[config.mk]
export PLATFORM = sky130hd
export DESIGN_NAME = color_writer_flat
export DESIGN_NICKNAME = d
export VERILOG_FILES = /design/src/fgp_rx_pkg.sv /design/src/fgp_stream_ifs.sv /design/src/color_writer.sv /design/src/flat_wrapper.sv
export VERILOG_INCLUDE_DIRS = /design/src /design/src/src
export SDC_FILE = /design/constraint.sdc
export NUM_CORES = 1
export LEC_CHECK = 0
export BUFFER_PORTS_ARGS = -buffer_cell sky130_fd_sc_hd__buf_2
export CAP_MARGIN = 40
export CORE_MARGIN = 2
export CORE_UTILIZATION = 45
export DETAILED_ROUTE_END_ITERATION = 16
export PLACE_DENSITY_LB_ADDON = 0.08
export SYNTH_ARGS = -nofsm -noshare
export SYNTH_HDL_FRONTEND = slang
export SYNTH_SLANG_ARGS = --single-unit
[constraint.sdc]
create_clock -name clk -period 4.34 [get_ports clk]
set_clock_uncertainty 0.15 [all_clocks]
set_input_delay 0.868 -clock clk [delete_from_list [all_inputs] [get_ports clk]]
set_output_delay 0.868 -clock clk [all_outputs]
set_load 0.1 [all_outputs]
[src/fgp_rx_defines.svh]
// FGP receive constants
`ifndef FGP_RX_DEFINES_SVH
`define FGP_RX_DEFINES_SVH

// Ethernet framing
`define ETH_PREAMBLE_BYTE 8'h55
`define ETH_SFD 8'hD5
`define ETH_HEADER_LEN 14

// Frame graphics protocol
`define FGP_ETHERTYPE 16'h88B5
`define FGP_DATA_LEN 48
`define COLORS_PER_FRAME 32

// Video cache RAM geometry
`define VRAM_ADDR_LEN 10
`define COLOR_LEN 12

`endif

[src/fgp_rx_pkg.sv]
// FGP receive types
`default_nettype none

`include "fgp_rx_defines.svh"

package fgp_rx_pkg;

	typedef logic [1:0] dibit_t;
	typedef logic [7:0] byte_t;
	typedef logic [15:0] ethertype_t;
	// 4 bits each of red, green and blue
	typedef logic [`COLOR_LEN-1:0] color_t;
	typedef logic [`VRAM_ADDR_LEN-1:0] vram_addr_t;
	// Selects one of 32 blocks of colors
	typedef logic [4:0] fgp_offset_t;
	typedef logic [3:0] header_count_t;
	typedef logic [5:0] data_count_t;

	typedef enum logic [1:0] {asm_idle, asm_preamble, asm_data} assembler_state_e;
	typedef enum logic [1:0] {filt_header, filt_pass, filt_drop} filter_state_e;
	typedef enum logic [1:0] {parse_offset, parse_data, parse_done} parser_state_e;

endpackage

`default_nettype wire

[src/fgp_stream_ifs.sv]
// Receive stream interfaces
`default_nettype none


// Parsed FGP stream
interface fgp_stream_if import fgp_rx_pkg::*; ();

	// Pulse with the block offset of the frame
	logic setoff;
	fgp_offset_t offset;
	// Pulse per pixel data byte
	logic valid;
	byte_t data;
	logic frame_end;

	modport src (output setoff, offset, valid, data, frame_end);
	modport sink (input setoff, offset, valid, data, frame_end);

endinterface

`default_nettype wire

[src/color_writer.sv]
// Byte triple to color packing
`default_nettype none

`include "fgp_rx_defines.svh"

module color_writer import fgp_rx_pkg::*; (
	input logic clk,
	input logic eth_rx_downstream_rst,
	fgp_stream_if.sink in,
	output logic ram_we,
	output vram_addr_t ram_addr,
	output color_t ram_color
);

	vram_addr_t wr_addr;
	logic [1:0] phase;
	byte_t byte0;
	logic [3:0] byte1_high;

	always_ff @(posedge clk) begin
		ram_we <= 1'b0;
		if (eth_rx_downstream_rst) begin
			wr_addr <= '0;
			phase <= '0;
		end else if (in.setoff) begin
			wr_addr <= vram_addr_t'(in.offset) * vram_addr_t'(`COLORS_PER_FRAME);
			phase <= '0;
		end else if (in.frame_end) begin
			// Unfinished triple is discarded
			phase <= '0;
		end else if (in.valid) begin
			case (phase)
				2'd0: begin
					byte0 <= in.data;
					phase <= 2'd1;
				end
				2'd1: begin
					// Color 0 is low nibble of b1 above b0
					ram_we <= 1'b1;
					ram_addr <= wr_addr;
					ram_color <= {in.data[3:0], byte0};
					byte1_high <= in.data[7:4];
					wr_addr <= wr_addr + vram_addr_t'(1);
					phase <= 2'd2;
				end
				default: begin
					// Color 1 is b2 above high nibble of b1
					ram_we <= 1'b1;
					ram_addr <= wr_addr;
					ram_color <= {in.data, byte1_high};
					wr_addr <= wr_addr + vram_addr_t'(1);
					phase <= 2'd0;
				end
			endcase
		end
	end

endmodule

`default_nettype wire

[src/flat_wrapper.sv]
// flat-port wrapper written by rule: the top's interface ports become plain ports
module color_writer_flat import fgp_rx_pkg::*;
  (clk, eth_rx_downstream_rst, ram_we, ram_addr, ram_color, in_setoff, in_offset, in_valid, in_data, in_frame_end);
  fgp_stream_if in_i ();
  input logic clk;
  input logic eth_rx_downstream_rst;
  output logic ram_we;
  output vram_addr_t ram_addr;
  output color_t ram_color;
  input wire logic [$bits(in_i.setoff)-1:0] in_setoff;
  input wire logic [$bits(in_i.offset)-1:0] in_offset;
  input wire logic [$bits(in_i.valid)-1:0] in_valid;
  input wire logic [$bits(in_i.data)-1:0] in_data;
  input wire logic [$bits(in_i.frame_end)-1:0] in_frame_end;
  assign in_i.setoff = in_setoff;
  assign in_i.offset = in_offset;
  assign in_i.valid = in_valid;
  assign in_i.data = in_data;
  assign in_i.frame_end = in_frame_end;
  color_writer u_core (.clk(clk), .eth_rx_downstream_rst(eth_rx_downstream_rst), .in(in_i), .ram_we(ram_we), .ram_addr(ram_addr), .ram_color(ram_color));
endmodule
; ---- Word-level counts from Yosys, hierarchy flattened
; Cells that the tools add are included.
[word_totals]
regBits = 47
inputBits = 18
output_inout_bits = 23
wordCells = 34
[classes]
add_sub_neg = 1
eq_ne = 3
muxes = 7
n_bitwise = 5
reduce_logical = 10
[op_table]
columns = operator, n
row1 = $mux W10, 4
row2 = $pmux W12 S2, 1
row3 = $reduce_and A5 Y1, 3
row4 = $add A10 B1 Y10 const B, 1
row5 = $reduce_and A3 Y1, 2
row6 = $not A1 Y1, 5
row7 = $ne A2 B2 Y1 const B, 2
row8 = $pmux W2 S2, 1
row9 = $reduce_or A4 Y1, 1
row10 = $reduce_or A3 Y1, 1
row11 = $eq A2 B1 Y1 const B, 1
row12 = $logic_not A2 Y1, 1
row13 = $reduce_bool A2 Y1, 1
row14 = $reduce_or A2 Y1, 1
row15 = $mux W1, 1

; ---- Logic depth before layout (Yosys ltp)
; Gate-level depths: netlist (run 1).
[depth]
depth_word = 5
depth_mapped = 5
ltp_nobuf = 4

; ---- Least setup slack after synthesis (run 1)
; OpenSTA, ideal clock, no wires.
[synth_timing]
path_kind = input to register
from = input in_setoff
to = register u_core.ram_addr[0] (enable)
setup_ns = 0.429
arrival_time_ns = 2.941
t_required_ns = 3.761
path_slack_ns = 0.821
path_stages = 3
path_buffers = 1
path_cell_list = or2_2 -> clkbuf_1 -> nor3_1
[synth_via]
elab_chain_len = 2
[synth_lines]
columns = element, line
row1 = start: declaration, flat_wrapper.sv:10  ; input wire logic [$bits(in_i.setoff)-1:0] in_setoff;
row2 = $not A1 Y1 (no source line), n/a
row3 = $reduce_and A5 Y1 (no source line), n/a
row4 = end signal: assignment, color_writer.sv:40  ; ram_addr <= wr_addr;
row5 = end signal: assignment, color_writer.sv:49  ; ram_addr <= wr_addr;
row6 = end: declaration, color_writer.sv:11  ; output vram_addr_t ram_addr,
; Every way passes these cells.
; A chain may end at the register's enable or synchronous reset.

; ---- Worst setup path in the final report (run 1)
[layout_timing]
from = input in_setoff
to = register u_core.ram_color[7] (enable)
[layout_via]
elab_chain_len = 2
[layout_lines]
columns = element, line
row1 = $not A1 Y1 (no source line), n/a
row2 = $reduce_and A5 Y1 (no source line), n/a
row3 = end signal: assignment, color_writer.sv:41  ; ram_color <= {in.data[3:0], byte0};
row4 = end signal: assignment, color_writer.sv:50  ; ram_color <= {in.data, byte1_high};
row5 = end: declaration, color_writer.sv:12  ; output color_t ram_color
; Every way passes these cells.

==> results of run 1 <==
[flip-flops by register name (all words and copies together) (netlist names)]
register	count
u_core.ram_color	12
u_core.ram_addr	10
u_core.wr_addr	10
u_core.byte0	8
u_core.byte1_high	4
u_core.phase	2
u_core.ram_we	1
[layout by cell type, fill, tap and decap left out]
cell type   n
a2111oi_0   1
clkbuf_8    6
nor2_1      9
xnor2_1     4
or4b_1      1
nor3_2      1
nand4_1     3
o21ai_0     1
nand2_1     2
nand2b_1    1
and3_1      1
clkinv_2    1
edfxtp_1   34
a21oi_1     4
or2_2       2
mux2i_1     3
xor2_1      2
nand3_1     3
or3_4       1
o31a_1      1
buf_4       3
nor4_1      2
inv_1       6
ha_1        1
nor3_1      5
and2_1      1
nor2b_1     2
mux2_2     12
buf_2      41
dfxtp_1    13
clkbuf_1    1
o21a_1      4
and4_1      1
nor4b_1     2
[area by class of cell]
| class | count | area [um2] |
|---|---|---|
| clock buffer | 7 | 86.3 |
| fill | 344 | 1770 |
| clock inverter | 1 | 5.00 |
| timing repair buffer | 44 | 228 |
| sequential | 47 | 1280 |
| tap | 50 | 62.6 |
| multi-input combinational | 70 | 517 |
| inverter | 6 | 22.5 |
[metal layers]
layer  vias up  GRT usage [%]  routed length (um)
met2        33           25.0                1580
met4         0           7.25                  56
li1        561              -                   -
met3         5           4.93                 195
met5         -              0                   0
met1       521           18.3                1360
[kinds of logic after synthesis]
logic type	Yosys count	share of synthesized area [%]
multiplexers	15	8.97
XOR/XNOR	6	2.85
flip-flops	47	69.6
AO/OA/AOI/OAI	11	3.94
buffers and inverters	11	2.65
adder cells (fa/ha/maj)	1	0.679
AND/OR/NAND/NOR	37	11.3
[per-stage QoR]
step	setup WS (ps)	total power, mW	std cells	utilization, %
after floorplan	821	0.524	128	-
after global placement	1370	0.539	216	53.0
after detailed placement	1290	0.541	217	53.2
after CTS	1610	0.795	225	55.5
after global routing	1530	0.817	225	55.5
final	1650	0.787	225	55.5
[power breakdown]
part	leakage [nW]	internal, mW	switching, mW
logic	0.358	0.0185	0.0222
registers	0.413	0.485	0.00420
clock network	0.0482	0.128	0.129
total	0.819	0.632	0.155
[path summary, 6_finish.rpt]
check | start | endpoint | slack, ps | cells after the start
setup / recovery | in_setoff | u_core.ram_color[7] | 1650 | 4
hold / removal | u_core.wr_addr[9] | u_core.ram_addr[9] | 330 | 0
setup reg to reg | u_core.phase[1] | u_core.ram_color[7] | 2380 | 3
hold reg to reg | u_core.wr_addr[9] | u_core.ram_addr[9] | 330 | 0
==> run_results.csv, run 1 <==
group,metric,value,unit
grt,grt_pass1_vias,1079,
place,place_hpwl,2400,um
clocking,cts_buffers,5,
place,numPortBuffers,40,
timing,drv_slew,0,
timing,slew_headroom,43.4,%
status,status,"finished, final reports clean",
timing,fmax,372,MHz
clocking,h-tree-depth,2,
critical_path,crit_chain,"buf_2 > or2_2 > nor3_2 > buf_4",
grt,grt_overflow,0,
critical_path,end_kind,"flip-flop",
detailed_routing,postRouteWirelength,3190,um
die,coreArea,3970,um2
timing,tightest_slew,845,ps
detailed_routing,drtAntennaViolNets,0,
critical_path,cp_top_family,"simple AND/OR/NAND/NOR gates",
yosys,synthesis.area,1840,um2
cells_and_area,finalNetCount,193,
detailed_routing,drt_iter0_markers,49,
yosys,ys_async_sr_fraction,0,%
cells_and_area,drive_above_1_share,38.3,%
timing,hold_viol,0,
flow_run,drv_cap,0,
clocking,clock_latency,290,ps
clocking,postCtsSetupBuffers,0,
detailed_routing,viasPerCell,4.98,
critical_path,worstSetupStartpointType,"input port",
power,power.density,357,nW/um2
power,leakagePower,0.819,nW
power,peakVddDrop,0.205,mV
clocking,postCtsResizedCells,0,
cells_and_area,num_antenna_cells,0,
timing,holdWs,335,ps
yosys,synth.most_common_cell,"edfxtp_1",
die,dieArea,4620,um2
critical_path,cp.arrival,2530,ps
detailed_routing,drc,0,
yosys,synth_edf_count,34,
timing,fin_tns_setup,0,ps
clocking,cts.sinks,47,
critical_path,critPathRequiredTime,4180,ps
detailed_routing,wl_per_cell,14.2,um
yosys,synthFlopType,"edfxtp_1",
clocking,cts_hold_buf,0,
cells_and_area,postLayoutCellArea,2200,um2
timing,fin_crit_sh,62.0,%
yosys,synth.area.top_cells,"edfxtp_1, dfxtp_1, mux2_2, xnor2_1, nor2_1",
yosys,ys_types,30,
grt,antenna_found_initial,0,
critical_path,slowest_stage,"nor3_2",
clocking,cts_buffer_depth,2,
place,placed_area,2110,um2
yosys,synth_seq_cells,47,
die,ios,41,
place,routabilityCongestion,0.815,
yosys,syn_inst,128,
critical_path,cp.buffers_inverters,2,
critical_path,critPathMaxFanout,14,
die,die_y,68.0,um
yosys,yosysTopAreaCell,"edfxtp_1",
timing,rsz0062_at_grt,"false",
critical_path,critical_path_class,"in -> reg",
detailed_routing,vias,1120,
critical_path,max_stage_delay,730,ps
yosys,synth_nets,147,
clocking,cts_tree,"yes",
clocking,clk_pin_slew,70,ps
die,rows,23,
detailed_routing,dr.pass1.iters,4,
min_path,hp-class,"reg -> reg",
die,start_util,46.4,%
timing,finalCriticalPeriod,2690,ps
yosys,ys_warn_count,0,
die,die_w,68.0,um
yosys,synth_top_area_share,55.4,%
yosys,ys_top_cells_by_count,"edfxtp_1, dfxtp_1, mux2_2, nor2_1",
clocking,root_buffer,"clkbuf_8",
grt,grt_first_pass_wirelength,5020,um
grt,track_usage,15.3,%
cells_and_area,synthToLayoutAreaGrowth,19.6,%
yosys,yosysSeqAreaShare,69.6,%
grt,grt_max_degree,15,
timing,setup_violations,0,
yosys,avgSynthCellArea,14.4,um2
(Power assumes the default switching activity.)
==> run 2, diff against run 1 <==
Clock period 4.34 ns to 2.45 ns, I/O delays scaled along.
==> run 2 against run 1 <==
Via count up 5.4%. Die area unchanged. Combinational power up 87%. Clock-buffer cell count down 2. Sequential power up 77%.
==> run_results.csv, run 2 (synthesis results as in run 1) <==
group,metric,value,unit
die,rows,23,
detailed_routing,drt_iter0_markers,31,
die,coreArea,3970,um2
power,power,1.60,mW
timing,fin_crit_sh,75.7,%
detailed_routing,drtAntennaViolNets,0,
timing,slew_headroom,61.2,%
power,leakagePower,0.841,nW
detailed_routing,drc,0,
cells_and_area,reg.largest.list,"u_core.ram_color (12), u_core.ram_addr (10), u_core.wr_addr (10)",
die,start_util,46.4,%
grt,grt_max_degree,16,
place,placed_area,2130,um2
timing,finalCriticalPeriod,1850,ps
clocking,h-tree-depth,2,
die,die_y,68.0,um
min_path,hold_path_depth,1,
critical_path,crit_chain,"nor2_1 > or3_4 > or4b_1 > and3_1",
clocking,cts_tree,"yes",
critical_path,critical_path_class,"reg -> reg",
clocking,cts_buffer_depth,2,
clocking,postCtsResizedCells,0,
grt,antenna_found_initial,0,
detailed_routing,dr.pass1.iters,4,
place,numPortBuffers,40,
clocking,cts_buffers,5,
die,die_w,68.0,um
grt,grt_pass1_vias,1198,
cells_and_area,num_antenna_cells,0,
critical_path,max_stage_delay,490,ps
power,peakVddDrop,0.331,mV
timing,worst_slack,596,ps
cells_and_area,final_common_cell,"buf_2",
cells_and_area,final_cell_mix,"buf_2, edfxtp_1, dfxtp_1, mux2_2, nor2_1",
cells_and_area,finalCoreUtilization,57.2,%
timing,setup_violations,0,
grt,grt_overflow,0,
detailed_routing,viasPerCell,5.20,
detailed_routing,wl_per_cell,14.8,um
place,dp_slack,342,ps
min_path,hp-class,"in -> reg",
timing,rsz0062_at_grt,"false",
critical_path,cp_top_family,"simple AND/OR/NAND/NOR gates",
timing,tightest_slew,580,ps
cells_and_area,finalNetCount,195,
critical_path,slowest_stage,"or4b_1",
place,routabilityCongestion,0.850,
cells_and_area,synthToLayoutAreaGrowth,23.3,%
critical_path,cp.arrival,1910,ps
clocking,clk_pin_slew,90,ps
cells_and_area,drive_above_1_share,39.5,%
timing,drv_slew,0,
detailed_routing,postRouteWirelength,3360,um
timing,hold_viol,0,
clocking,cts.sinks,47,
clocking,postCtsSetupBuffers,0,
critical_path,cp.buffers_inverters,0,
critical_path,worstSetupStartpointType,"flip-flop",
die,dieArea,4620,um2
critical_path,critPathRequiredTime,2500,ps
critical_path,end_kind,"flip-flop",
critical_path,critPathMaxFanout,7,
cells_and_area,postLayoutCellArea,2270,um2
timing,fin_tns_setup,0,ps
clocking,root_buffer,"clkbuf_8",
cells_and_area,top_register,"u_core.ram_color",
die,ios,41,
status,status,"finished, final reports clean",
critical_path,cp_num_cells,4,
grt,grt_first_pass_wirelength,5490,um
clocking,clock_latency,300,ps
place,place_hpwl,2460,um
clocking,cts_hold_buf,0,
cells_and_area,largest_reg_flops,12,
power,power.density,705,nW/um2
critical_path,worst_r2r_path_depth,4,
detailed_routing,vias,1180,
grt,track_usage,16.6,%
timing,fmax,539,MHz
flow_run,drv_cap,0,
[run 2: stage by stage]
step	instances	hold WS (ps)
finish	227	238
global route	227	225
CTS	227	228
detailed placement	219	320
global placement	219	309
floorplan	128	272
[run 2: where the power goes]
part           leakage, nW  internal [mW]  switching, mW  total (mW)
combinational        0.371         0.0340         0.0420      0.0759
clock               0.0644          0.406          0.251       0.657
sequential           0.406          0.859        0.00807       0.867
[run 2: final timing paths]
check / from / to / slack, ps
worst max register to register: u_core.phase[1] / u_core.wr_addr[9] / 600
worst min register to register: u_core.wr_addr[5] / u_core.ram_addr[5] / 330
worst min-delay path: in_data[4] / u_core.byte1_high[0] / 240
worst max-delay path: u_core.phase[1] / u_core.wr_addr[9] / 600
[run 2: cell type report]
| type | instances | area (um2) |
|---|---|---|
| Timing Repair Buffer | 46 | 245 |
| Fill cell | 337 | 1700 |
| Sequential cell | 47 | 1280 |
| Clock buffer | 5 | 68.8 |
| Multi-Input combinational cell | 70 | 523 |
| Clock inverter | 3 | 67.6 |
| Tap cell | 50 | 62.6 |
| Inverter | 6 | 22.5 |
[run 2: layer usage]
metal	global-route usage [%]	routed length, um	part of all wire, %	vias up
met5	0	0	0	-
met2	27.2	1610	48	34
met1	19.4	1460	43	568
met3	5.26	203	6.0	11
met4	8.50	84	2.5	0
li1	-	-	-	567
==> run 3, diff against run 2 <==
Clock period 2.45 ns to 1.7 ns, I/O delays scaled along.
==> run 3 against run 2 <==
Clock-buffer cell count is 1 higher. Sequential power is 44% higher. Via count is 3.4% higher. Sequential share of layout area is 3.2 points lower. Non-clock buffer count is 18 higher. Wire length is 3.6% higher. Largest power group unchanged.
==> run_results.csv, run 3 (synthesis results as in run 1) <==
group,metric,value,unit
status,status,"finished, final reports clean",
place,routabilityCongestion,0.822,
clocking,cts_buffers,5,
detailed_routing,postRouteWirelength,3480,um
place,dp_slack,-177,ps
die,rows,23,
die,start_util,46.4,%
power,combPwrFrac,6.4,%
timing,fin_crit_sh,95.5,%
timing,hold_viol,0,
detailed_routing,drc,0,
critical_path,critPathRequiredTime,1740,ps
flow_run,drv_cap,0,
cells_and_area,num_antenna_cells,0,
detailed_routing,vias,1220,
cells_and_area,final_cell_mix,"buf_2, edfxtp_1, buf_4, mux2_2",
die,ios,41,
die,die_w,68.0,um
clocking,h-tree-depth,2,
critical_path,critPathMaxFanout,4,
clocking,clk_pin_slew,80,ps
grt,track_usage,17.2,%
grt,grt_max_degree,18,
grt,grt_overflow,0,
cells_and_area,synthToLayoutAreaGrowth,31.1,%
timing,setup_violations,0,
timing,slew_headroom,67.2,%
cells_and_area,final_common_cell,"buf_2",
power,switchingPower,0.413,mW
detailed_routing,wl_per_cell,14.3,um
power,switching_share,20.3,%
power,peakVddDrop,0.404,mV
grt,antenna_found_initial,0,
grt,grt_first_pass_wirelength,5610,um
clocking,cts.sinks,47,
clocking,cts_buffer_depth,2,
detailed_routing,dr.pass1.iters,4,
cells_and_area,largest_reg_flops,12,
power,power,2.03,mW
clocking,postCtsSetupBuffers,0,
power,seq_power_share,61.4,%
cells_and_area,regArea,1290,um2
clocking,cts_tree,"yes",
timing,fin_tns_setup,0,ps
timing,tightest_slew,495,ps
timing,drv_slew,0,
power,power.density,843,nW/um2
place,place_hpwl,2650,um
timing,finalCriticalPeriod,1620,ps
clocking,root_buffer,"clkbuf_8",
place,numPortBuffers,40,
detailed_routing,viasPerCell,5.00,
critical_path,worstSetupStartpointType,"flip-flop",
timing,fmax,616,MHz
min_path,hp-class,"in -> reg",
critical_path,worst_r2r_path_depth,4,
cells_and_area,multi_input_area,563,um2
critical_path,cp.arrival,1660,ps
cells_and_area,nFillCells,348,
clocking,cts_hold_buf,0,
power,clockPowerShare,32.2,%
cells_and_area,finalNetCount,213,
clocking,clock_latency,290,ps
critical_path,end_kind,"flip-flop",
cells_and_area,drive_above_1_share,50.0,%
die,dieArea,4620,um2
timing,worst_slack,77.2,ps
min_path,hold_path_depth,1,
timing,rsz0062_at_grt,"true",
die,die_y,68.0,um
cells_and_area,top_register,"u_core.ram_color",
detailed_routing,drt_iter0_markers,77,
power,p_int,1.62,mW
cells_and_area,reg.largest.list,"u_core.ram_color (12), u_core.ram_addr (10), u_core.wr_addr (10)",
detailed_routing,drtAntennaViolNets,0,
grt,grt_pass1_vias,1249,
die,coreArea,3970,um2
power,leakagePower,0.926,nW
critical_path,critical_path_class,"reg -> reg",
[run 3: cell types whose count changed in the layout (fill, tap and decap cells not counted), moves of 2 or more]
cell,change
buf_4,+17
dfxtp_1,-4
dfxtp_2,+4
bufinv_16,-2
nor4b_1,-2
[run 3: worst paths after layout]
kind	start	to	slack [ps]
setup / recovery	u_core.phase[0]	u_core.wr_addr[9]	80
hold reg to reg	u_core.wr_addr[5]	u_core.ram_addr[5]	310
setup reg to reg	u_core.phase[0]	u_core.wr_addr[9]	80
hold / removal	in_data[2]	u_core.byte0[2]	100
[run 3: layout make-up]
| class | instances | area share, % |
|---|---|---|
| clock buffers | 6 | 3.42 |
| clock inverters | 1 | 0.207 |
| inverters | 6 | 0.933 |
| multi-input cells | 70 | 23.3 |
| flip-flops and latches | 47 | 53.3 |
| well taps | 50 | 2.59 |
| repair buffers | 64 | 16.3 |
[run 3: critical path, stage by stage, from the launching register on]
cell and delay, ps:
dfxtp_2 350, nor2_1 50, or3_4 370, or4b_1 460
and3_1 150
[run 3: metrics by stage]
stage	utilization (%)	instances	area, um2	hold slack [ps]
floorplan	-	128	1890	269
global placement	58.0	237	2300	325
detailed placement	58.0	237	2300	322
CTS	60.3	244	2390	87.7
global route	60.8	244	2410	92.6
finish	60.8	244	2410	102
[run 3: metal layers]
layer | vias to the layer above | GRT usage [%] | share of wire (%)
li1 | 607 | - | -
met1 | 577 | 19.1 | 40
met2 | 32 | 30.3 | 54
met3 | 4 | 4.93 | 4.7
met4 | 0 | 7.50 | 1.6
met5 | - | 0 | 0
[run 3: what timing repair did]
action	4_1_cts	5_1_grt
pin swaps	1	1
endpoints found under the setup margin	2	11
resized for setup	2	7
[run 3: power groups by stage]
stage | registers (mW) | clock network [mW] | logic, mW
after detailed placement | 1.28 | 0 | 0.128
final | 1.25 | 0.655 | 0.130
after global placement | 1.28 | 0 | 0.124
after floorplan | 1.28 | 0 | 0.0646
after CTS | 1.25 | 0.675 | 0.129
after global routing | 1.25 | 0.714 | 0.144
