**src/fgp_rx_defines.svh**
```systemverilog
// FGP receive constants
`ifndef FGP_RX_DEFINES_SVH
`define FGP_RX_DEFINES_SVH

// Ethernet framing
`define ETH_PREAMBLE_BYTE 8'h55
`define ETH_SFD 8'hD5
`define ETH_HEADER_LEN 14

// Frame graphics protocol
`define FGP_ETHERTYPE 16'h88B5
`define FGP_DATA_LEN 48
`define COLORS_PER_FRAME 32

// Video cache RAM geometry
`define VRAM_ADDR_LEN 10
`define COLOR_LEN 12

`endif

```
**src/fgp_rx_pkg.sv**
```systemverilog
// FGP receive types
`default_nettype none

`include "fgp_rx_defines.svh"

package fgp_rx_pkg;

	typedef logic [1:0] dibit_t;
	typedef logic [7:0] byte_t;
	typedef logic [15:0] ethertype_t;
	// 4 bits each of red, green and blue
	typedef logic [`COLOR_LEN-1:0] color_t;
	typedef logic [`VRAM_ADDR_LEN-1:0] vram_addr_t;
	// Selects one of 32 blocks of colors
	typedef logic [4:0] fgp_offset_t;
	typedef logic [3:0] header_count_t;
	typedef logic [5:0] data_count_t;

	typedef enum logic [1:0] {asm_idle, asm_preamble, asm_data} assembler_state_e;
	typedef enum logic [1:0] {filt_header, filt_pass, filt_drop} filter_state_e;
	typedef enum logic [1:0] {parse_offset, parse_data, parse_done} parser_state_e;

endpackage

`default_nettype wire

```
**src/fgp_stream_ifs.sv**
```systemverilog
// Receive stream interfaces
`default_nettype none

// Byte stream, one byte per valid pulse, no back-pressure
interface byte_stream_if import fgp_rx_pkg::*; ();

	logic valid;
	byte_t data;
	// High with valid on the first byte of a frame
	logic first;
	// Pulse without valid at the end of a frame
	logic frame_end;

	modport src (output valid, data, first, frame_end);
	modport sink (input valid, data, first, frame_end);

endinterface

// Parsed FGP stream
interface fgp_stream_if import fgp_rx_pkg::*; ();

	// Pulse with the block offset of the frame
	logic setoff;
	fgp_offset_t offset;
	// Pulse per pixel data byte
	logic valid;
	byte_t data;
	logic frame_end;

	modport src (output setoff, offset, valid, data, frame_end);
	modport sink (input setoff, offset, valid, data, frame_end);

endinterface

`default_nettype wire

```
**src/fgp_parser.sv**
```systemverilog
// FGP offset and data split
`default_nettype none

`include "fgp_rx_defines.svh"

module fgp_parser import fgp_rx_pkg::*; (
	input logic clk,
	input logic eth_rx_downstream_rst,
	byte_stream_if.sink in,
	fgp_stream_if.src out
);

	parser_state_e state;
	data_count_t data_cnt;

	always_ff @(posedge clk) begin
		out.setoff <= 1'b0;
		out.valid <= 1'b0;
		out.frame_end <= 1'b0;
		if (eth_rx_downstream_rst) begin
			state <= parse_offset;
			data_cnt <= '0;
		end else if (in.frame_end) begin
			out.frame_end <= 1'b1;
			state <= parse_offset;
		end else if (in.valid) begin
			if (in.first || state == parse_offset) begin
				// Only the low bits pick a block
				out.setoff <= 1'b1;
				out.offset <= in.data[4:0];
				data_cnt <= '0;
				state <= parse_data;
			end else if (state == parse_data) begin
				out.valid <= 1'b1;
				out.data <= in.data;
				data_cnt <= data_cnt + 6'd1;
				if (data_cnt == data_count_t'(`FGP_DATA_LEN - 1)) begin
					state <= parse_done;
				end
			end
			// Trailing bytes such as the FCS fall through here
		end
	end

endmodule

`default_nettype wire

```
**src/flat_wrapper.sv**
```systemverilog
// flat-port wrapper written by rule: the top's interface ports become plain ports
module fgp_parser_flat import fgp_rx_pkg::*;
  (clk, eth_rx_downstream_rst, in_valid, in_data, in_first, in_frame_end, out_setoff, out_offset, out_valid, out_data, out_frame_end);
  byte_stream_if in_i ();
  fgp_stream_if out_i ();
  input logic clk;
  input logic eth_rx_downstream_rst;
  input wire logic [$bits(in_i.valid)-1:0] in_valid;
  input wire logic [$bits(in_i.data)-1:0] in_data;
  input wire logic [$bits(in_i.first)-1:0] in_first;
  input wire logic [$bits(in_i.frame_end)-1:0] in_frame_end;
  output wire logic [$bits(out_i.setoff)-1:0] out_setoff;
  output wire logic [$bits(out_i.offset)-1:0] out_offset;
  output wire logic [$bits(out_i.valid)-1:0] out_valid;
  output wire logic [$bits(out_i.data)-1:0] out_data;
  output wire logic [$bits(out_i.frame_end)-1:0] out_frame_end;
  assign in_i.valid = in_valid;
  assign in_i.data = in_data;
  assign in_i.first = in_first;
  assign in_i.frame_end = in_frame_end;
  assign out_setoff = out_i.setoff;
  assign out_offset = out_i.offset;
  assign out_valid = out_i.valid;
  assign out_data = out_i.data;
  assign out_frame_end = out_i.frame_end;
  fgp_parser u_core (.clk(clk), .eth_rx_downstream_rst(eth_rx_downstream_rst), .in(in_i), .out(out_i));
endmodule
```
**config.mk**
```make
export PLATFORM = sky130hd
export DESIGN_NAME = fgp_parser_flat
export DESIGN_NICKNAME = d
export VERILOG_FILES = /design/src/fgp_rx_pkg.sv /design/src/fgp_stream_ifs.sv /design/src/fgp_parser.sv /design/src/flat_wrapper.sv
export VERILOG_INCLUDE_DIRS = /design/src /design/src/src
export SDC_FILE = /design/constraint.sdc
export NUM_CORES = 1
export LEC_CHECK = 0
export ABC_AREA = 1
export BUFFER_PORTS_ARGS = -buffer_cell sky130_fd_sc_hd__buf_4
export CAP_MARGIN = 25
export CORE_MARGIN = 8
export CORE_UTILIZATION = 44
export CTS_CLUSTER_DIAMETER = 60
export DETAILED_ROUTE_END_ITERATION = 10
export PLACE_DENSITY = 0.73
export SETUP_SLACK_MARGIN = 0.3
export SLEW_MARGIN = 20
export SYNTH_ARGS = -nofsm -noshare
export SYNTH_HDL_FRONTEND = slang
export SYNTH_SLANG_ARGS = --single-unit
```
**constraint.sdc**
```tcl
create_clock -name clk -period 1.7 [get_ports clk]
set_clock_uncertainty 0.2 [all_clocks]
set_input_delay 0.34 -clock clk [delete_from_list [all_inputs] [get_ports clk]]
set_output_delay 0.34 -clock clk [all_outputs]
set_load 0.02 [all_outputs]
```
==> After elaboration in Yosys (flattened, before gate mapping) <==
Index checks and enable logic that the tools add are counted.
{ "classes": {"add_sub_neg": 1, "n_eq_ne": 2, "muxes": 8, "bitwise_logic": 4, "n_reduce_logical": 11} }
{ "op_table": {"columns": ["cell", "n"], "rows": [
  ["2-to-1 mux 6 bit", 2],
  ["adder 6 x 1 -> 6 bit, second input constant", 1],
  ["== test 6 bit, second input constant", 1],
  ["2-to-1 mux 2 bit", 3],
  ["AND reduction 3 bit", 2],
  ["AND reduction 5 bit", 1],
  ["NOT 1 bit", 4],
  ["AND reduction 4 bit", 1],
  ["nonzero test 2 bit", 2],
  ["OR reduction 4 bit", 1],
  ["2-to-1 mux 1 bit", 3],
  ["OR reduction 3 bit", 1],
  ["== test 2 x 1 -> 1 bit, second input constant", 1],
  ["zero test 2 bit", 1],
  ["OR reduction 2 bit", 1],
  ["logical OR 1 bit", 1]
]} }
{ "word_totals": {"register_bits": 24, "in_bits": 13, "out_inout_bits": 16, "word_cells": 33} }

==> Longest topological paths before layout <==
Gate-level depths: netlist of the first run.
{ "logic_depth": {"depth_word": 4, "depth_mapped": 9, "ltp_nobuf": 9} }

==> Least setup slack after synthesis of the first run <==
Ideal clock, no wire load.
{ "synth_timing": {"path_type": "input to register", "from": "input in_valid", "to": "register u_core.out.data[0] (enable)", "setup_time_ps": 383, "t_arrival_ps": 1256, "t_required_ps": 1117, "slack_ps": -139, "stages": 4, "n_path_buf": 0, "path_cell_list": "inv_1 -> nor2_4 -> nand2_1 -> nor3_1"} }
{ "synth_via": {"elab_chain_cells": 1} }
{ "synth_lines": {"columns": ["element", "line", "rtl"], "rows": [
  ["from (decl)", "flat_wrapper.sv:8", "input wire logic [$bits(in_i.valid)-1:0] in_valid;"],
  ["AND reduction 5 bit (no source line)", null, null],
  ["to (decl)", "fgp_stream_ifs.sv:30", "modport src (output setoff, offset, valid, data, frame_end);"]
]} }
Every way passes these cells.
A chain may end at the register's enable or synchronous reset.

==> Worst setup path in the final report of the first run <==
{ "layout_timing": {"from": "register u_core.out.data[2]", "to": "output out_data[2]"} }
{ "layout_lines": {"columns": ["element", "line", "rtl"], "rows": [
  ["to (decl)", "flat_wrapper.sv:15", "output wire logic [$bits(out_i.data)-1:0] out_data;"]
]} }
No word-level cell between the ends.

==> results of run 1 <==
[power groups by stage]
stage                     Sequential [mW]  Combinational [mW]  Clock [mW]
after floorplan                     0.645              0.0361           0
after detailed placement            0.637              0.0934           0
after global placement              0.637              0.0917           0
after CTS                           0.625               0.111       0.415
final                               0.622               0.118       0.396
after global routing                0.624               0.129       0.437
[worst paths after layout]
kind,to,slack (ns),cells past startpoint
setup / recovery,out_data[2],0.29,1
hold / removal,u_core.data_cnt[1]$_SDFFE_PP0P_,0.02,2
setup reg to reg,u_core.data_cnt[1]$_SDFFE_PP0P_,0.33,8
hold reg to reg,u_core.state[1]$_SDFFE_PN0P_,0.32,2
[what timing repair did]
action | in CTS | in global routing
setup endpoints to repair | 22 | 29
setup buffers | 1 | 1
resized for setup | 14 | 21
pin swaps | 1 | 7
hold endpoints to repair | 12 | 0
hold buffers | 8 | 0
[routing by layer]
metal | wire length, µm | GRT usage | vias up | part of all wire
li1 | - | - | 389 | -
met1 | 871 | 0.1129 | 330 | 0.44
met2 | 930 | 0.1708 | 29 | 0.47
met3 | 159 | 0.04480 | 5 | 0.080
met4 | 34 | 0.05128 | 0 | 0.017
met5 | 0 | 0 | - | 0
[cells in the final DEF (no fill, tap or decap), types with 4 or more instances in the layout]
master	netlist	final
sky130_fd_sc_hd__buf_4	0	18
sky130_fd_sc_hd__inv_1	11	9
sky130_fd_sc_hd__buf_6	0	13
sky130_fd_sc_hd__nand2_1	21	17
sky130_fd_sc_hd__dfxtp_4	0	4
sky130_fd_sc_hd__edfxtp_1	13	13
sky130_fd_sc_hd__dlygate4sd3_1	0	8
sky130_fd_sc_hd__nor2_1	10	9
sky130_fd_sc_hd__dfxtp_1	11	7
[cell type report]
cell class | instances | area share
Inverter | 13 | 0.03913
Tap cell | 28 | 0.02331
Timing Repair Buffer | 40 | 0.2540
Multi-Input combinational cell | 56 | 0.2323
Clock inverter | 1 | 0.01998
Sequential cell | 24 | 0.4163
Clock buffer | 3 | 0.01499
[kinds of logic after synthesis]
| group | count (synthesis) | share of synthesized area |
|---|---|---|
| AND/OR/NAND/NOR | 46 | 0.2323 |
| flip-flops | 24 | 0.6404 |
| buffers and inverters | 13 | 0.05118 |
| AO/OA/AOI/OAI | 9 | 0.06299 |
| adder cells (fa/ha/maj) | 1 | 0.01312 |
[registers in the layout (all words and copies together) (netlist names)]
register	flops
u_core.state	2
u_core.out.valid	1
u_core.out.setoff	1
u_core.data_cnt	6
u_core.out.offset	5
u_core.out.frame_end	1
u_core.out.data	8
[stage by stage]
step	util	hold WS [ns]	cells
global placement	0.5794	0.2775	151
detailed placement	0.5794	0.2831	151
floorplan	-	0.2091	93
global route	0.7065	0.006109	165
CTS	0.6712	0.007907	164
finish	0.7065	0.02485	165
==> insert_results.sql, run 1 <==
INSERT INTO impl_metrics (metric_group, metric, value, unit) VALUES
('status', 'outcome', 'finished, final reports clean', ''),
('power', 'share_seq_of_total_power', '0.548', ''),
('grt', 'global_route_wire_length_before_repair', '3339', 'µm'),
('floorplan', 'dieWidth', '62.55', 'µm'),
('synthesis', 'ys_dominant_reg_cell', 'sky130_fd_sc_hd__edfxtp_1', ''),
('power', 'comb_power_share', '0.104', ''),
('cells_and_area', 'antennaDiodeCount', '0', ''),
('sta', 'worst_pin_slew', '0.2880', 'ns'),
('power', 'clock_power_frac', '0.349', ''),
('synthesis', 'synth_top_area_frac', '0.4094', ''),
('sta', 'achievable-frequency', '0.7109', 'GHz'),
('synthesis', 'synth.distinct_cells', '19', ''),
('floorplan', 'dieHeight', '62.55', 'µm'),
('worst_setup_path', 'critPathSlowestCell', 'sky130_fd_sc_hd__edfxtp_1', ''),
('floorplan', 'std_cell_rows', '17', ''),
('placed_design', 'pre_cts_slack', '0.1468', 'ns'),
('grt', 'antenna_violations_before_repair', '0', ''),
('drt', 'wl', '1996', 'µm'),
('synthesis', 'post-synth-top-count-cell', 'sky130_fd_sc_hd__nand2_1', ''),
('drt', 'vias', '753', ''),
('cells_and_area', 'drive_above_1_share', '0.4453', ''),
('worst_setup_path', 'timing.critical_path.cells', 'buf_6', ''),
('floorplan', 'die-area', '3913', 'µm²'),
('power', 'power', '1.137', 'mW'),
('worst_setup_path', 'worst_r2r_startpoint', 'u_core.state[0]$_SDFFE_PN0P_', ''),
('worst_setup_path', 'timing.setup.critical_path_class', 'reg -> out', ''),
('drt', 'drcViolationCount', '0', ''),
('sta', 'grt_setup_unrepaired', 'yes', ''),
('worst_setup_path', 'critPathBufInv', '1', ''),
('synthesis', 'synth_sequential_area_ratio', '0.6404', ''),
('floorplan', 'design.portCount', '29', ''),
('cells_and_area', 'post_route_standard_cell_area_excluding_fillers', '1503', 'µm²'),
('worst_setup_path', 'worstPathMaxFanout', '1', ''),
('sta', 'finalSetupViolations', '0', ''),
('worst_setup_path', 'critPathCaptureType', 'primary output', ''),
('worst_setup_path', 'worst_path_largest_cell_delay', '0.41', 'ns'),
('power', 'net_switching_power', '221.4', 'µW'),
('grt', 'pin_count_of_the_biggest_net_entering_global_routing', '15', ''),
('worst_setup_path', 'critPathArrivalTime', '0.87', 'ns'),
('drt', 'detailedRoute.firstPassIterationCount', '4', ''),
('synthesis', 'synth_commonest_cells', 'sky130_fd_sc_hd__nand2_1 (21), sky130_fd_sc_hd__edfxtp_1 (13), sky130_fd_sc_hd__dfxtp_1 (11), sky130_fd_sc_hd__inv_1 (11), sky130_fd_sc_hd__nor2_1 (10)', ''),
('grt', 'grt_util_all_layers', '0.1043', ''),
('drt', 'final_antenna_net_count', '0', ''),
('sta', 'relSlewSlack', '0.8065', ''),
('power', 'swShare', '0.1947', ''),
('drt', 'wirelength_per_cell', '12.10', 'µm'),
('sta', 'timing_hold_violations_final', '0', ''),
('synthesis', 'number_of_instances_in_the_synthesized_netlist', '93', ''),
('power', 'irDropWorstVdd', '0.3872', 'mV'),
('sta', 'final-max-slew-violation-count', '0', ''),
('cells_and_area', 'num-fill-cells', '151', ''),
('sta', 'setup_tns', '0', 'ns'),
('worst_setup_path', 'timing.critical_path.from_type', 'register', ''),
('sta', 'layout_min_cycle_time', '1.407', 'ns'),
('placed_design', 'placement.cell_area', '1232', 'µm²'),
('floorplan', 'placeableCoreArea', '2127', 'µm²'),
('min_path', 'hp-class', 'in -> reg', ''),
('floorplan', 'start_util', '0.4482', ''),
('synthesis', 'synth_edf_count', '13', ''),
('clock_tree', 'clock_sinks', '24', ''),
('clock_tree', 'clock_tree.buffer_depth', '2', ''),
('worst_setup_path', 'required', '1.16', 'ns'),
('worst_setup_path', 'worst_setup_path_startpoint', 'u_core.out.data[2]$_DFFE_PP_', ''),
('clock_tree', 'cts_tree', 'built', ''),
('placed_design', 'place_hpwl', '1471', 'µm'),
('drt', 'first_iter_violations', '7', ''),
('grt', 'grt_pass1_vias', '764', ''),
('clock_tree', 'clkSlewWorstSetupHoldPaths', '0.11', 'ns'),
('synthesis', 'postSynthNetCount', '107', ''),
('placed_design', 'routabilityCongestion', '0.7904', ''),
('synthesis', 'postSynth.asyncResetShare', '0', '');
Note: power is estimated with default switching activity, not from simulation.
==> inputs of run 2 (changes only) <==
--- a/config.mk
+++ b/config.mk
@@ -6,14 +6,14 @@
 export SDC_FILE = /design/constraint.sdc
 export NUM_CORES = 1
 export LEC_CHECK = 0
-export ABC_AREA = 1
+export ABC_AREA = 0
 export BUFFER_PORTS_ARGS = -buffer_cell sky130_fd_sc_hd__buf_4
 export CAP_MARGIN = 25
 export CORE_MARGIN = 8
-export CORE_UTILIZATION = 44
+export CORE_UTILIZATION = 43
 export CTS_CLUSTER_DIAMETER = 60
 export DETAILED_ROUTE_END_ITERATION = 10
-export PLACE_DENSITY = 0.73
+export PLACE_DENSITY = 0.72
 export SETUP_SLACK_MARGIN = 0.3
 export SLEW_MARGIN = 20
 export SYNTH_ARGS = -nofsm -noshare
==> constraint.sdc (replaced) <==
create_clock -name clk -period 1.1 [get_ports clk]
set_clock_uncertainty 0.2 [all_clocks]
set_input_delay 0.22 -clock clk [delete_from_list [all_inputs] [get_ports clk]]
set_output_delay 0.22 -clock clk [all_outputs]
set_load 0.02 [all_outputs]
==> run 2 against run 1 <==
The run now ends with hold timing, setup timing left. Global-route usage increased by 0.92 points. Sequential share of layout area decreased by 0.82 points. Worst setup slack worse by 0.67 ns. Largest cell class unchanged.
==> insert_results.sql, run 2 <==
INSERT INTO impl_metrics (metric_group, metric, value, unit) VALUES
('status', 'outcome', 'complete, but fails checks', ''),
('status', 'violated_checks', 'hold timing, setup timing', ''),
('cells_and_area', 'layout_commonest_cell', 'sky130_fd_sc_hd__buf_4', ''),
('worst_setup_path', 'timing.critical_path.from_type', 'register', ''),
('worst_setup_path', 'critPathSlowestCell', 'sky130_fd_sc_hd__or4_4', ''),
('sta', 'relSlewSlack', '0.8022', ''),
('power', 'total_leakage_power', '0.5890', 'nW'),
('drt', 'wl', '2255', 'µm'),
('cells_and_area', 'layout_common_cells', 'sky130_fd_sc_hd__buf_4 (24), sky130_fd_sc_hd__buf_6 (23), sky130_fd_sc_hd__edfxtp_1 (13), sky130_fd_sc_hd__dfxtp_2 (6), sky130_fd_sc_hd__a21oi_2 (4)', ''),
('worst_setup_path', 'required', '1.15', 'ns'),
('placed_design', 'numPortBuffers', '28', ''),
('drt', 'drcViolationCount', '0', ''),
('floorplan', 'dieHeight', '62.31', 'µm'),
('sta', 'layout_min_cycle_time', '1.478', 'ns'),
('grt', 'grt.overflow.total', '0', ''),
('min_path', 'hold_path_depth', '1', ''),
('synthesis', 'synth_commonest_cells', 'sky130_fd_sc_hd__edfxtp_1 (13), sky130_fd_sc_hd__dfxtp_1 (11), sky130_fd_sc_hd__a21oi_1 (5)', ''),
('synthesis', 'postSynth.asyncResetShare', '0', ''),
('sta', 'final_min_period_over_clock_period', '1.344', ''),
('worst_setup_path', 'timing.rr.end', 'u_core.data_cnt[2]$_SDFFE_PP0P_', ''),
('worst_setup_path', 'critPathArrivalTime', '1.53', 'ns'),
('synthesis', 'synth_edf_count', '13', ''),
('clock_tree', 'clock_sinks', '24', ''),
('drt', 'vias_per_cell', '5.295', ''),
('synthesis', 'synth.distinct_cells', '30', ''),
('cells_and_area', 'syn_to_final_growth', '66.21', '%'),
('floorplan', 'start_util', '0.4606', ''),
('power', 'irDropWorstVdd', '1.063', 'mV'),
('floorplan', 'std_cell_rows', '16', ''),
('flow_run', 'drv.max_cap_violation_count', '0', ''),
('synthesis', 'post-synth-top-count-cell', 'sky130_fd_sc_hd__edfxtp_1', ''),
('grt', 'grt_util_all_layers', '0.1135', ''),
('cells_and_area', 'postLayoutCoreUtil', '0.7656', ''),
('worst_setup_path', 'timing.critical_path.cells', 'ha_4 > inv_1 > or4_4 > a21oi_2', ''),
('grt', 'grt_pass1_vias', '765', ''),
('grt', 'grtUsageMet1', '0.1265', ''),
('placed_design', 'routabilityCongestion', '0.7795', ''),
('grt', 'm2_gr_usage', '0.1966', ''),
('drt', 'first_iter_violations', '18', ''),
('clock_tree', 'insertion_delay', '0.31', 'ns'),
('synthesis', 'synth_top_area_frac', '0.4233', ''),
('synthesis', 'number_of_instances_in_the_synthesized_netlist', '70', ''),
('synthesis', 'synth.yosys.warnings', '0', ''),
('grt', 'antenna_violations_before_repair', '0', ''),
('worst_setup_path', 'rr_worst_depth', '4', ''),
('worst_setup_path', 'timing.reg2reg.setup_slack', '-0.38', 'ns'),
('worst_setup_path', 'worst_r2r_startpoint', 'u_core.data_cnt[0]$_SDFFE_PP0P_', ''),
('grt', 'grt_use_met3', '0.03763', ''),
('clock_tree', 'clkSlewWorstSetupHoldPaths', '0.13', 'ns'),
('min_path', 'hp-class', 'in -> reg', ''),
('power', 'power_per_unit_of_standard_cell_area', '994.7', 'nW/µm²'),
('cells_and_area', 'largestRegisters', 'u_core.out.data (8), u_core.data_cnt (6), u_core.out.offset (5)', ''),
('floorplan', 'design.portCount', '29', ''),
('clock_tree', 'numCtsBuffers', '3', ''),
('clock_tree', 'htreeDepth', '1', ''),
('cells_and_area', 'flip_flop_count_of_the_largest_register_all_copies_and_words_added', '8', ''),
('synthesis', 'ys_dominant_reg_cell', 'sky130_fd_sc_hd__edfxtp_1', ''),
('sta', 'finalSetupViolations', '37', ''),
('synthesis', 'synth_sequential_area_ratio', '0.6621', ''),
('cells_and_area', 'num-fill-cells', '122', ''),
('synthesis', 'synth-seq-cells', '24', ''),
('synthesis', 'synthDominantAreaCellType', 'sky130_fd_sc_hd__edfxtp_1', ''),
('cells_and_area', 'antennaDiodeCount', '0', ''),
('sta', 'worst_pin_slew', '0.2957', 'ns'),
('placed_design', 'pre_cts_slack', '-0.4358', 'ns'),
('placed_design', 'place_hpwl', '1582', 'µm'),
('synthesis', 'syn-mean-instance-area', '13.17', 'µm²'),
('grt', 'global_route_wire_length_before_repair', '3663', 'µm'),
('floorplan', 'dieWidth', '62.31', 'µm'),
('sta', 'achievable-frequency', '0.6764', 'GHz'),
('sta', 'fin_hold_ws', '-0.1095', 'ns'),
('sta', 'setup_tns', '-7.737', 'ns'),
('worst_setup_path', 'timing.setup.critical_path_class', 'reg -> reg', ''),
('sta', 'final-max-slew-violation-count', '0', ''),
('sta', 'setup_slack', '-0.3785', 'ns'),
('grt', 'pin_count_of_the_biggest_net_entering_global_routing', '14', ''),
('synthesis', 'mappedNetlistArea', '922.1', 'µm²'),
('min_path', 'worstHoldEndpoint', 'u_core.out.offset[4]$_DFFE_PP_', ''),
('cells_and_area', 'drive_above_1_share', '0.6807', ''),
('worst_setup_path', 'worstPathMaxFanout', '4', ''),
('floorplan', 'die-area', '3883', 'µm²'),
('sta', 'grt_setup_unrepaired', 'yes', ''),
('clock_tree', 'cts_tree', 'built', ''),
('grt', 'most_crowded_layer_gr', 'met2', ''),
('worst_setup_path', 'critPathCaptureType', 'register', ''),
('synthesis', 'synth_top_cells_by_area', 'sky130_fd_sc_hd__edfxtp_1 (42%), sky130_fd_sc_hd__dfxtp_1 (24%), sky130_fd_sc_hd__a21oi_1 (2.7%)', ''),
('floorplan', 'placeableCoreArea', '2002', 'µm²'),
('clock_tree', 'clockRootBuffer', 'sky130_fd_sc_hd__clkbuf_4', ''),
('synthesis', 'postSynthNetCount', '84', ''),
('cells_and_area', 'layout_nets', '134', ''),
('sta', 'timing_hold_violations_final', '13', ''),
('cells_and_area', 'max_flop_register', 'u_core.out.data', ''),
('clock_tree', 'clock_tree.buffer_depth', '2', ''),
('drt', 'vias', '773', ''),
('drt', 'final_antenna_net_count', '0', ''),
('min_path', 'worst_hold_startpoint', 'in_data[4]', ''),
('drt', 'detailedRoute.firstPassIterationCount', '4', ''),
('drt', 'wirelength_per_cell', '15.45', 'µm'),
('worst_setup_path', 'worst_path_largest_cell_delay', '0.51', 'ns');
-- run 2: cell types whose count changed after synthesis, moves of 2 or more --
cell / delta
sky130_fd_sc_hd__a21oi_1: +2
sky130_fd_sc_hd__and4_1: +2
sky130_fd_sc_hd__inv_1: -9
sky130_fd_sc_hd__inv_2: -2
sky130_fd_sc_hd__nand2_1: -18
sky130_fd_sc_hd__nand2_4: -2
sky130_fd_sc_hd__nand3_1: -2
sky130_fd_sc_hd__nor2_1: -8
sky130_fd_sc_hd__nor2_2: -2
sky130_fd_sc_hd__nor2_4: -2
sky130_fd_sc_hd__nor2b_1: +2
sky130_fd_sc_hd__o21ai_1: -2
sky130_fd_sc_hd__o31ai_1: +3
sky130_fd_sc_hd__or4_1: +3
-- run 2: timing repair --
item | 4_1_cts | 5_1_grt
setup buffers | 3 | 1
pin swaps | 6 | 1
endpoints found under the setup margin | 39 | 39
endpoints found under the hold margin | 14 | 14
resized for setup | 33 | 11
-- run 2: critical path, delay by kind of cell, from the launching register on --
kind | cells | cell delay [ns]
flops | 1 | 0.39
simple gates | 1 | 0.51
compound gates | 1 | 0.13
buf+inv | 1 | 0.05
fa+ha+maj | 1 | 0.13
-- run 2: power by group --
| part | switching (mW) | internal, mW |
|---|---|---|
| Combinational | 0.0803 | 0.0996 |
| Sequential | 0.00842 | 0.956 |
| Clock | 0.248 | 0.132 |
| Total | 0.337 | 1.19 |
-- run 2: area by class of cell --
class                           instances  area, µm²  share of cell area
Clock inverter                          1      3.754            0.002449
Multi-Input combinational cell         42      400.4              0.2612
Timing Repair Buffer                   47      439.2              0.2865
Clock buffer                            3      22.52             0.01469
Inverter                                2      7.507            0.004898
Tap cell                               27      33.78             0.02204
Sequential cell                        24      625.6              0.4082
-- run 2: kinds of logic after synthesis --
group | after synthesis | synth area share
compound gates | 18 | 0.1330
fa+ha+maj | 1 | 0.01357
buf+inv | 4 | 0.02578
flops | 24 | 0.6621
mux | 1 | 0.01086
simple gates | 22 | 0.1547
-- run 2: worst max-delay path by stage --
stage,depth (start not counted),startpoint,slack [ns],endpoint
floorplan,4,u_core.state[1]$_SDFFE_PN0P_,-0.29,u_core.data_cnt[4]$_SDFFE_PP0P_
global placement,5,in_frame_end,-0.41,u_core.data_cnt[3]$_SDFFE_PP0P_
detailed placement,5,in_frame_end,-0.44,u_core.data_cnt[3]$_SDFFE_PP0P_
CTS,4,u_core.data_cnt[0]$_SDFFE_PP0P_,-0.38,u_core.data_cnt[2]$_SDFFE_PP0P_
global route,4,u_core.data_cnt[0]$_SDFFE_PP0P_,-0.43,u_core.data_cnt[2]$_SDFFE_PP0P_
finish,4,u_core.data_cnt[0]$_SDFFE_PP0P_,-0.38,u_core.data_cnt[2]$_SDFFE_PP0P_
-- run 2: routing by layer --
layer | vias up | share of wire
met5 | - | 0
met4 | 0 | 0.019
met3 | 6 | 0.072
met2 | 33 | 0.50
met1 | 365 | 0.40
li1 | 369 | -
-- run 2: per-stage QoR --
stage,power [mW],cells,hold WS [ns],instance area [µm²]
final,1.525,146,-0.1095,1533
after CTS,1.512,145,-0.1167,1483
after detailed placement,1.134,138,0.1999,1316
after floorplan,1.041,70,0.08165,982.2
after global placement,1.130,138,0.1986,1316
after global routing,1.576,146,-0.1365,1533
==> inputs of run 3 (changes only) <==
--- a/config.mk
+++ b/config.mk
@@ -9,6 +9,7 @@
 export ABC_AREA = 0
 export BUFFER_PORTS_ARGS = -buffer_cell sky130_fd_sc_hd__buf_4
 export CAP_MARGIN = 25
+export CORE_ASPECT_RATIO = 0.7
 export CORE_MARGIN = 8
 export CORE_UTILIZATION = 43
 export CTS_CLUSTER_DIAMETER = 60
==> run 3 against run 2 <==
Register-to-register slack worse by 0.03 ns. Worst setup slack worse by 0.028 ns. Hold slack worse by 0.015 ns. Combinational power hardly changed. Count of clock-buffer cells in the layout stayed put. Largest power group unchanged. First-iteration DRC count is 110% higher. Final cell count is 0.68% lower. Flip-flop and latch count stayed put. Die area is 0.61% higher. Critical path type unchanged. The run still ends with hold timing, setup timing left.
==> insert_results.sql, run 3 (synthesis gave the netlist of run 2 again) <==
INSERT INTO impl_metrics (metric_group, metric, value, unit) VALUES
('grt', 'grt.overflow.total', '0', ''),
('placed_design', 'place_hpwl', '1701', 'µm'),
('sta', 'fin_hold_ws', '-0.1247', 'ns'),
('drt', 'vias_per_cell', '5.621', ''),
('cells_and_area', 'antennaDiodeCount', '0', ''),
('sta', 'final_min_period_over_clock_period', '1.370', ''),
('power', 'irDropWorstVdd', '0.9503', 'mV'),
('worst_setup_path', 'timing.critical_path.from_type', 'register', ''),
('sta', 'setup_slack', '-0.4066', 'ns'),
('min_path', 'hp-class', 'in -> reg', ''),
('sta', 'relSlewSlack', '0.7789', ''),
('clock_tree', 'htreeDepth', '1', ''),
('sta', 'timing_hold_violations_final', '14', ''),
('placed_design', 'placement.cell_area', '1320', 'µm²'),
('cells_and_area', 'drive_above_1_share', '0.6281', ''),
('floorplan', 'start_util', '0.4424', ''),
('drt', 'drcViolationCount', '0', ''),
('status', 'outcome', 'complete, but fails checks', ''),
('grt', 'antenna_violations_before_repair', '0', ''),
('grt', 'global_route_wire_length_before_repair', '4022', 'µm'),
('floorplan', 'dieWidth', '71.35', 'µm'),
('sta', 'finalSetupViolations', '39', ''),
('sta', 'worst_pin_slew', '0.3305', 'ns'),
('floorplan', 'std_cell_rows', '14', ''),
('grt', 'grt_pass1_vias', '818', ''),
('floorplan', 'design.portCount', '29', ''),
('drt', 'vias', '815', ''),
('worst_setup_path', 'worst_path_largest_cell_delay', '0.51', 'ns'),
('clock_tree', 'clock_sinks', '24', ''),
('sta', 'achievable-frequency', '0.6638', 'GHz'),
('clock_tree', 'cts_tree', 'built', ''),
('placed_design', 'numPortBuffers', '28', ''),
('cells_and_area', 'post_route_standard_cell_area_excluding_fillers', '1550', 'µm²'),
('drt', 'final_antenna_net_count', '0', ''),
('status', 'violated_checks', 'hold timing, setup timing', ''),
('cells_and_area', 'layout_commonest_cell', 'sky130_fd_sc_hd__buf_4', ''),
('clock_tree', 'numCtsBuffers', '3', ''),
('worst_setup_path', 'timing.setup.critical_path_class', 'reg -> reg', ''),
('placed_design', 'routabilityCongestion', '0.7705', ''),
('cells_and_area', 'largestRegisters', 'u_core.out.data (8), u_core.data_cnt (6), u_core.out.offset (5)', ''),
('worst_setup_path', 'critPathArrivalTime', '1.56', 'ns'),
('cells_and_area', 'flip_flop_count_of_the_largest_register_all_copies_and_words_added', '8', ''),
('sta', 'final-max-slew-violation-count', '0', ''),
('drt', 'wirelength_per_cell', '18.08', 'µm'),
('sta', 'layout_min_cycle_time', '1.507', 'ns'),
('flow_run', 'drv.max_cap_violation_count', '0', ''),
('clock_tree', 'clkSlewWorstSetupHoldPaths', '0.13', 'ns'),
('worst_setup_path', 'worstPathMaxFanout', '4', ''),
('worst_setup_path', 'required', '1.15', 'ns'),
('cells_and_area', 'num-fill-cells', '125', ''),
('cells_and_area', 'max_flop_register', 'u_core.out.data', ''),
('power', 'power', '1.773', 'mW'),
('clock_tree', 'insertion_delay', '0.32', 'ns'),
('clock_tree', 'clockRootBuffer', 'sky130_fd_sc_hd__clkbuf_4', ''),
('floorplan', 'placeableCoreArea', '2085', 'µm²'),
('drt', 'first_iter_violations', '37', ''),
('worst_setup_path', 'critPathSlowestCell', 'sky130_fd_sc_hd__or4_1', ''),
('min_path', 'hold_path_depth', '1', ''),
('cells_and_area', 'layout_nets', '136', ''),
('worst_setup_path', 'timing.critical_path.cells', 'ha_4 > inv_1 > or4_1 > a21oi_1', ''),
('drt', 'wl', '2621', 'µm'),
('power', 'power_per_unit_of_standard_cell_area', '1144', 'nW/µm²'),
('drt', 'detailedRoute.firstPassIterationCount', '4', ''),
('floorplan', 'die-area', '3906', 'µm²'),
('grt', 'pin_count_of_the_biggest_net_entering_global_routing', '15', ''),
('cells_and_area', 'layout_common_cells', 'sky130_fd_sc_hd__buf_4 (26), sky130_fd_sc_hd__buf_6 (22), sky130_fd_sc_hd__edfxtp_1 (13), sky130_fd_sc_hd__dfxtp_2 (6), sky130_fd_sc_hd__a21oi_1 (4)', ''),
('floorplan', 'dieHeight', '54.75', 'µm'),
('worst_setup_path', 'critPathCaptureType', 'register', ''),
('worst_setup_path', 'rr_worst_depth', '4', ''),
('clock_tree', 'clock_tree.buffer_depth', '2', ''),
('cells_and_area', 'syn_to_final_growth', '68.11', '%'),
('power', 'total_leakage_power', '0.6040', 'nW'),
('sta', 'grt_setup_unrepaired', 'yes', ''),
('grt', 'grt_util_all_layers', '0.1380', '');
-- run 3: cell type report --
cell class | count | area [µm²] | area share
clock buffers | 3 | 22.52 | 0.01453
inverters | 2 | 7.507 | 0.004843
clock inverters | 1 | 30.03 | 0.01937
well taps | 24 | 30.03 | 0.01937
repair buffers | 48 | 442.9 | 0.2857
multi-input cells | 43 | 391.6 | 0.2526
flip-flops and latches | 24 | 625.6 | 0.4036
-- run 3: metal layers --
layer,share of wire,up-vias,GRT usage
li1,-,374,-
met1,0.41,394,0.1615
met2,0.51,43,0.2322
met3,0.068,4,0.05302
met4,0.010,0,0.04795
met5,0,-,0
-- run 3: power breakdown --
group	internal, mW	total, mW	switching, mW
combinational	0.0993	0.181	0.0814
sequential	0.956	0.965	0.00961
clock	0.369	0.627	0.258
total	1.42	1.77	0.349
-- run 3: worst max-delay path, delay by kind of cell, from the launching register on --
kind / cells / cell delay [ns]
simple gates: 1 / 0.51
flops: 1 / 0.40
compound gates: 1 / 0.15
fa+ha+maj: 1 / 0.13
buf+inv: 1 / 0.05
-- run 3: per-stage QoR --
stage	utilization	instances	TNS (ns)	worst slack, ns
finish	0.7437	145	-8.133	-0.4066
global route	0.7437	145	-9.653	-0.4454
CTS	0.7293	143	-7.892	-0.3683
detailed placement	0.6333	136	-7.677	-0.4452
global placement	0.6333	136	-7.285	-0.4125
floorplan	-	70	-3.268	-0.2909
-- run 3: what timing repair did --
action                     CTS  global route
hold endpoints to repair    14            14
setup endpoints to repair   39            39
setup buffers                2             2
gates resized for setup     31             4
pin swaps                    3             1
gates cloned                 1             0
-- run 3: worst paths after layout --
kind                                   start                               to  slack, ns
max          u_core.data_cnt[0]$_SDFFE_PP0P_  u_core.data_cnt[2]$_SDFFE_PP0P_      -0.41
min                               in_data[3]   u_core.out.offset[3]$_DFFE_PP_      -0.12
max reg2reg  u_core.data_cnt[0]$_SDFFE_PP0P_  u_core.data_cnt[2]$_SDFFE_PP0P_      -0.41
min reg2reg  u_core.data_cnt[2]$_SDFFE_PP0P_  u_core.data_cnt[2]$_SDFFE_PP0P_       0.33
